`config.mk`:
```
export PLATFORM = sky130hd
export DESIGN_NAME = trace_fifo_flat
export DESIGN_NICKNAME = d
export VERILOG_FILES = /design/src/trace_pkg.sv /design/src/trace_fifo_if.sv /design/src/trace_fifo.sv /design/src/flat_wrapper.sv
export SDC_FILE = /design/constraint.sdc
export NUM_CORES = 1
export LEC_CHECK = 0
export ABC_AREA = 1
export ABC_CLOCK_PERIOD_IN_PS = 4100
export BUFFER_PORTS_ARGS = -buffer_cell sky130_fd_sc_hd__buf_4
export CORE_MARGIN = 8
export CORE_UTILIZATION = 34
export CTS_CLUSTER_DIAMETER = 50
export DETAILED_ROUTE_END_ITERATION = 12
export PLACE_DENSITY = 0.6
export SLEW_MARGIN = 20
export SYNTH_ARGS = -nofsm -noshare
export SYNTH_HDL_FRONTEND = slang
export SYNTH_SLANG_ARGS = --single-unit
```
`constraint.sdc`:
```
create_clock -name clk_i -period 4.1 [get_ports clk_i]
set_input_delay 0.205 -clock clk_i [delete_from_list [all_inputs] [get_ports clk_i]]
set_output_delay 0.205 -clock clk_i [all_outputs]
set_load 0.03 [all_outputs]
```
`src/trace_pkg.sv`:
```
// ----------------------------
// commit-trace record types and defaults shared by the trace unit
// import with trace_pkg::* in the module header
// ----------------------------

package trace_pkg;

  // ----------------------------
  // configuration defaults
  // ----------------------------
  localparam int NR_PORTS_DEF   = 2;
  localparam int FIFO_DEPTH_DEF = 4;

  // ----------------------------
  // commit side types
  // ----------------------------
  typedef logic [31:0] pc_t;

  // bit 31 set means interrupt
  typedef logic [31:0] cause_t;

  typedef enum logic [1:0] {
    PRIV_U = 2'd0,
    PRIV_S = 2'd1,
    PRIV_M = 2'd3
  } priv_t;

  // wraps at 16 bits
  typedef logic [15:0] seq_t;

  // saturates at all ones
  typedef logic [15:0] drop_cnt_t;

  typedef logic [7:0] cause_lo_t;

  typedef enum logic [1:0] {
    KIND_RETIRE    = 2'd0,
    KIND_EXCEPTION = 2'd1,
    KIND_INTERRUPT = 2'd2
  } kind_e;

  // one queued trace entry, 60 bits
  typedef struct packed {
    pc_t       pc;
    seq_t      seq;
    kind_e     kind;
    priv_t     priv;
    cause_lo_t cause_lo;
  } trace_rec_t;

endpackage

```
`src/trace_fifo_if.sv`:
```
// ----------------------------
// link between one trace FIFO, its writer and its reader
// one instance per commit port
// ----------------------------

`timescale 1ns/1ps

interface trace_fifo_if import trace_pkg::*; ();

  // write side, push only while full is low
  logic       push;
  trace_rec_t push_rec;
  logic       full;

  // read side, pop_rec valid while empty is low
  logic       pop;
  trace_rec_t pop_rec;
  logic       empty;

  modport writer (
    output push,
    output push_rec,
    input  full
  );

  modport reader (
    output pop,
    input  pop_rec,
    input  empty
  );

  modport buffer (
    input  push,
    input  push_rec,
    output full,
    input  pop,
    output pop_rec,
    output empty
  );

endinterface

```
`src/trace_fifo.sv`:
```
// ----------------------------
// circular buffer of trace records for one commit port
// push and pop may happen in the same cycle
// ----------------------------

`timescale 1ns/1ps

module trace_fifo import trace_pkg::*; #(
  parameter int DEPTH = FIFO_DEPTH_DEF
) (
  input  logic          clk_i,
  input  logic          arst_n_i,
  trace_fifo_if.buffer  q
);

  localparam int PTR_W = (DEPTH > 1) ? $clog2(DEPTH) : 1;
  localparam int CNT_W = $clog2(DEPTH + 1);

  trace_rec_t       mem [DEPTH];
  logic [PTR_W-1:0] wr_ptr_q;
  logic [PTR_W-1:0] rd_ptr_q;
  logic [CNT_W-1:0] cnt_q;
  logic             do_push;
  logic             do_pop;

  // pointer step with wrap for any depth
  function automatic logic [PTR_W-1:0] ptr_inc(input logic [PTR_W-1:0] ptr);
    if (ptr == PTR_W'(DEPTH - 1)) begin
      return '0;
    end
    return ptr + 1'b1;
  endfunction

  assign q.full    = (cnt_q == CNT_W'(DEPTH));
  assign q.empty   = (cnt_q == '0);
  assign q.pop_rec = mem[rd_ptr_q];

  assign do_push = q.push & ~q.full;
  assign do_pop  = q.pop & ~q.empty;

  // ----------------------------
  // storage
  // ----------------------------
  always_ff @(posedge clk_i) begin
    if (do_push) begin
      mem[wr_ptr_q] <= q.push_rec;
    end
  end

  // ----------------------------
  // pointers and occupancy
  // ----------------------------
  always_ff @(posedge clk_i or negedge arst_n_i) begin
    if (!arst_n_i) begin
      wr_ptr_q <= '0;
      rd_ptr_q <= '0;
      cnt_q    <= '0;
    end else begin
      if (do_push) begin
        wr_ptr_q <= ptr_inc(wr_ptr_q);
      end
      if (do_pop) begin
        rd_ptr_q <= ptr_inc(rd_ptr_q);
      end
      case ({do_push, do_pop})
        2'b10:   cnt_q <= cnt_q + 1'b1;
        2'b01:   cnt_q <= cnt_q - 1'b1;
        default: cnt_q <= cnt_q;
      endcase
    end
  end

endmodule

```
`src/flat_wrapper.sv`:
```
// flat-port wrapper written by rule: the top's interface ports become plain ports
module trace_fifo_flat import trace_pkg::*;
#(
  parameter int DEPTH = FIFO_DEPTH_DEF
)
  (clk_i, arst_n_i, q_push, q_push_rec, q_full, q_pop, q_pop_rec, q_empty);
  trace_fifo_if q_i ();
  input  logic clk_i;
  input  logic arst_n_i;
  input wire logic [$bits(q_i.push)-1:0] q_push;
  input wire logic [$bits(q_i.push_rec)-1:0] q_push_rec;
  output wire logic [$bits(q_i.full)-1:0] q_full;
  input wire logic [$bits(q_i.pop)-1:0] q_pop;
  output wire logic [$bits(q_i.pop_rec)-1:0] q_pop_rec;
  output wire logic [$bits(q_i.empty)-1:0] q_empty;
  assign q_i.push = q_push;
  assign q_i.push_rec = q_push_rec;
  assign q_full = q_i.full;
  assign q_i.pop = q_pop;
  assign q_pop_rec = q_i.pop_rec;
  assign q_empty = q_i.empty;
  trace_fifo #(.DEPTH(DEPTH)) u_core (.clk_i(clk_i), .arst_n_i(arst_n_i), .q(q_i));
endmodule
```
==> qor.csv <==
stage;metric;value;unit
status;status;finished, final reports clean;
power_and_ir_drop;pwr-share-comb;0.383;
critical_path;arrival;2.73;ns
routing;drtPass1Iterations;5;
logic_synthesis;synth_top_area_share;0.697;
routing;dr_total_vias;6111;
place;dp_slack;1.68;ns
critical_path;critPathMaxFanout;35;
sta;fin_worst_skew;0.00602;ns
layout;diodes;0;
worst_hold_path;hold_class;input pin to register;
routing;final_antenna_net_count;0;
sta;hold_viol;0;
critical_path;critPathKind;register to output pin;
logic_synthesis;async_reset_ff_frac;0.0283;
routing;drc;0;
flow_run;max-cap-violations;0;
critical_path;startpoint_type;register;
power_and_ir_drop;p_leak;0.00522;uW
layout;utilization;0.435;
power_and_ir_drop;sw_frac_of_total;0.381;
place;place_inst;1254;
logic_synthesis;synthTopCellsByCount;edfxtp_1, nand2_1, inv_1;
clock_network;cts_tree;yes;
logic_synthesis;avgSynthCellArea;13.6;um^2
global_route;grt_first_pass_wirelength;33900;um
power_and_ir_drop;switchingPower;3810;uW
die;start_util;0.341;
logic_synthesis;synth_seq_cells;247;
global_route;grt_overflow;0;
critical_path;crit_required;3.89;ns
global_route;grt_max_degree;85;
clock_network;worstSkewPairLatency;0.53;ns
logic_synthesis;ys_warn_count;0;
power_and_ir_drop;p_int;6180;uW
sta;max_clock_freq;341;MHz
sta;rsz0062_at_grt;false;
die;die_x;190;um
sta;relSlewSlack;0.344;
sta;tightest_slew;0.984;ns
layout;final_nets;1024;
sta;setup_violations;0;
power_and_ir_drop;power;9990;uW
logic_synthesis;synth_area_leaders;edfxtp_1, o211ai_2, nand2_1, inv_1, o211ai_1;
logic_synthesis;ys_seq_area_frac;0.714;
routing;avgViaCountPerCell;4.48;
layout;layout.cells.non_filler;1365;
logic_synthesis;syn-num-nets;832;
sta;fin_ws;1.17;ns
place;hpwl;13200;um
logic_synthesis;yosys_most_used_dff;edfxtp_1;
sta;fin_crit_sh;0.715;
clock_network;cts_setup_buffers;0;
place;gp_congestion;0.715;
power_and_ir_drop;pwr-share-clk;0.251;
logic_synthesis;synth_enable_flop_cells;240;
routing;drt_iter0_markers;239;
die;fp.dieH;190;um
power_and_ir_drop;seq_power_share;0.367;
logic_synthesis;synth_top_cell_by_area;edfxtp_1;
place;port_buffers;125;
clock_network;cts_made_buffers;29;
clock_network;clk_transition_reported_paths;0.06;ns
critical_path;reg2reg_slack;1.75;ns
routing;finalWirelength;21400;um
clock_network;clkSinkCount;247;
global_route;antenna_found_initial;1;
critical_path;critPathCaptureType;output pin;
clock_network;root_buffer;clkbuf_16;
sta;slew_violations;0;
die;dieArea;36200;um^2
logic_synthesis;syn_inst;761;
die;rows;64;
layout;syn_to_final_growth;27.6;%
clock_network;htree_levels;1;
global_route;track_usage;0.117;
power_and_ir_drop;p_per_area;758;nW/um^2
sta;fin_tns_setup;0;ns
layout;final_layout_size_suffix_gt1_frac;0.254;
routing;wl_per_cell;15.6;um
logic_synthesis;yosysUniqueCellTypes;17;
die;pin_count;126;
global_route;grt_pass1_vias;6279;
logic_synthesis;synth.most_common_cell;edfxtp_1;
sta;period_needed;2.93;ns
layout;fill_cells;2734;
power_and_ir_drop;vdd_drop_max;0.000471;V
die;core;30300;um^2
clock_network;cts_buffer_depth;3;
logic_synthesis;syn_area;10300;um^2
## cells by family (layout without fill, tap and decap cells)
kind of cell | after synthesis | in the layout | synth area share
AND/OR/NAND/NOR | 209 | 209 | 0.0770
XOR/XNOR | 1 | 1 | 0.000848
AO/OA/AOI/OAI | 121 | 121 | 0.117
flip-flops | 247 | 247 | 0.714
buffers and inverters | 176 | 384 | 0.0818
adder cells (fa/ha/maj) | 7 | 7 | 0.00920
## worst paths after layout
kind / from / cells past startpoint / endpoint
worst max-delay path: u_core.rd_ptr_q[1] / 5 / q_pop_rec[57]
worst min register to register: u_core.cnt_q[0] / 1 / u_core.cnt_q[0]
min in group asynchronous: arst_n_i / 3 / u_core.wr_ptr_q[0]
worst max register to register: u_core.cnt_q[0] / 5 / u_core.mem[0][35]
worst min-delay path: q_push_rec[46] / 2 / u_core.mem[1][46]
max in group asynchronous: arst_n_i / 3 / u_core.rd_ptr_q[1]
## area by class of cell
cell class	instances	area [um^2]	share of cell area
clock buffers	32	737	0.0559
clock inverters	15	194	0.0147
inverters	136	510	0.0387
multi-input cells	338	2140	0.162
flip-flops and latches	247	7390	0.561
well taps	396	495	0.0376
repair buffers	201	1720	0.130
## worst max-delay path: stages (launching register included)
cell,delay [ns]
dfrtp_4,0.70
inv_2,0.61
buf_4,0.43
o211ai_1,0.15
nand2_1,0.11
buf_4,0.16
## sequential cells by signal (all words and copies together), names as in the netlist
| signal | flops |
|---|---|
| u_core.mem | 240 |
| u_core.cnt_q | 3 |
| u_core.rd_ptr_q | 2 |
| u_core.wr_ptr_q | 2 |
## stage by stage
step           hold WS, ns  cell area (um^2)
3_5_place_dp        0.0291             11600
6_report             0.414             13200
4_1_cts              0.385             13200
3_3_place_gp        0.0248             11600
2_1_floorplan      -0.0906             10300
5_1_grt              0.401             13200
## layer usage
layer | vias to the layer above | share of wire | GRT usage
met5 | - | 0.00047 | 0
met4 | 2 | 0.024 | 0.0310
met3 | 42 | 0.061 | 0.0287
met2 | 145 | 0.47 | 0.194
met1 | 2910 | 0.44 | 0.151
li1 | 3012 | - | -
## power by group through the flow
stage	Sequential, uW	Clock [uW]	Combinational (uW)
final	3660	2500	3820
after floorplan	3510	0	2850
after global placement	3710	0	3830
after CTS	3670	2570	3920
after detailed placement	3720	0	3860
after global routing	3720	2660	4190
## placed cells by master (no fill, tap or decap)
cell type,Yosys,layout
fa_1,1,1
inv_6,0,4
nor2_1,6,2
o211ai_1,60,60
clkbuf_1,0,3
dlygate4sd3_1,0,64
buf_12,0,4
o21ai_0,1,1
dfrtp_4,0,2
nand3_1,7,7
nand4_1,1,1
dfrtp_1,7,5
nand2_1,195,195
xnor2_1,1,1
ha_1,6,6
clkinvlp_4,0,2
nor2_4,0,4
bufinv_16,0,4
clkinv_4,0,1
edfxtp_1,240,240
clkinv_1,0,4
clkbuf_16,0,29
inv_2,2,3
inv_1,134,133
o211ai_2,60,60
buf_4,0,133
## what timing repair did
item                      4_1_cts  5_1_grt
hold endpoints to repair      251        0
resized for setup               0        0
hold buffers                   64        0
Power figures use the tool's default switching activity.
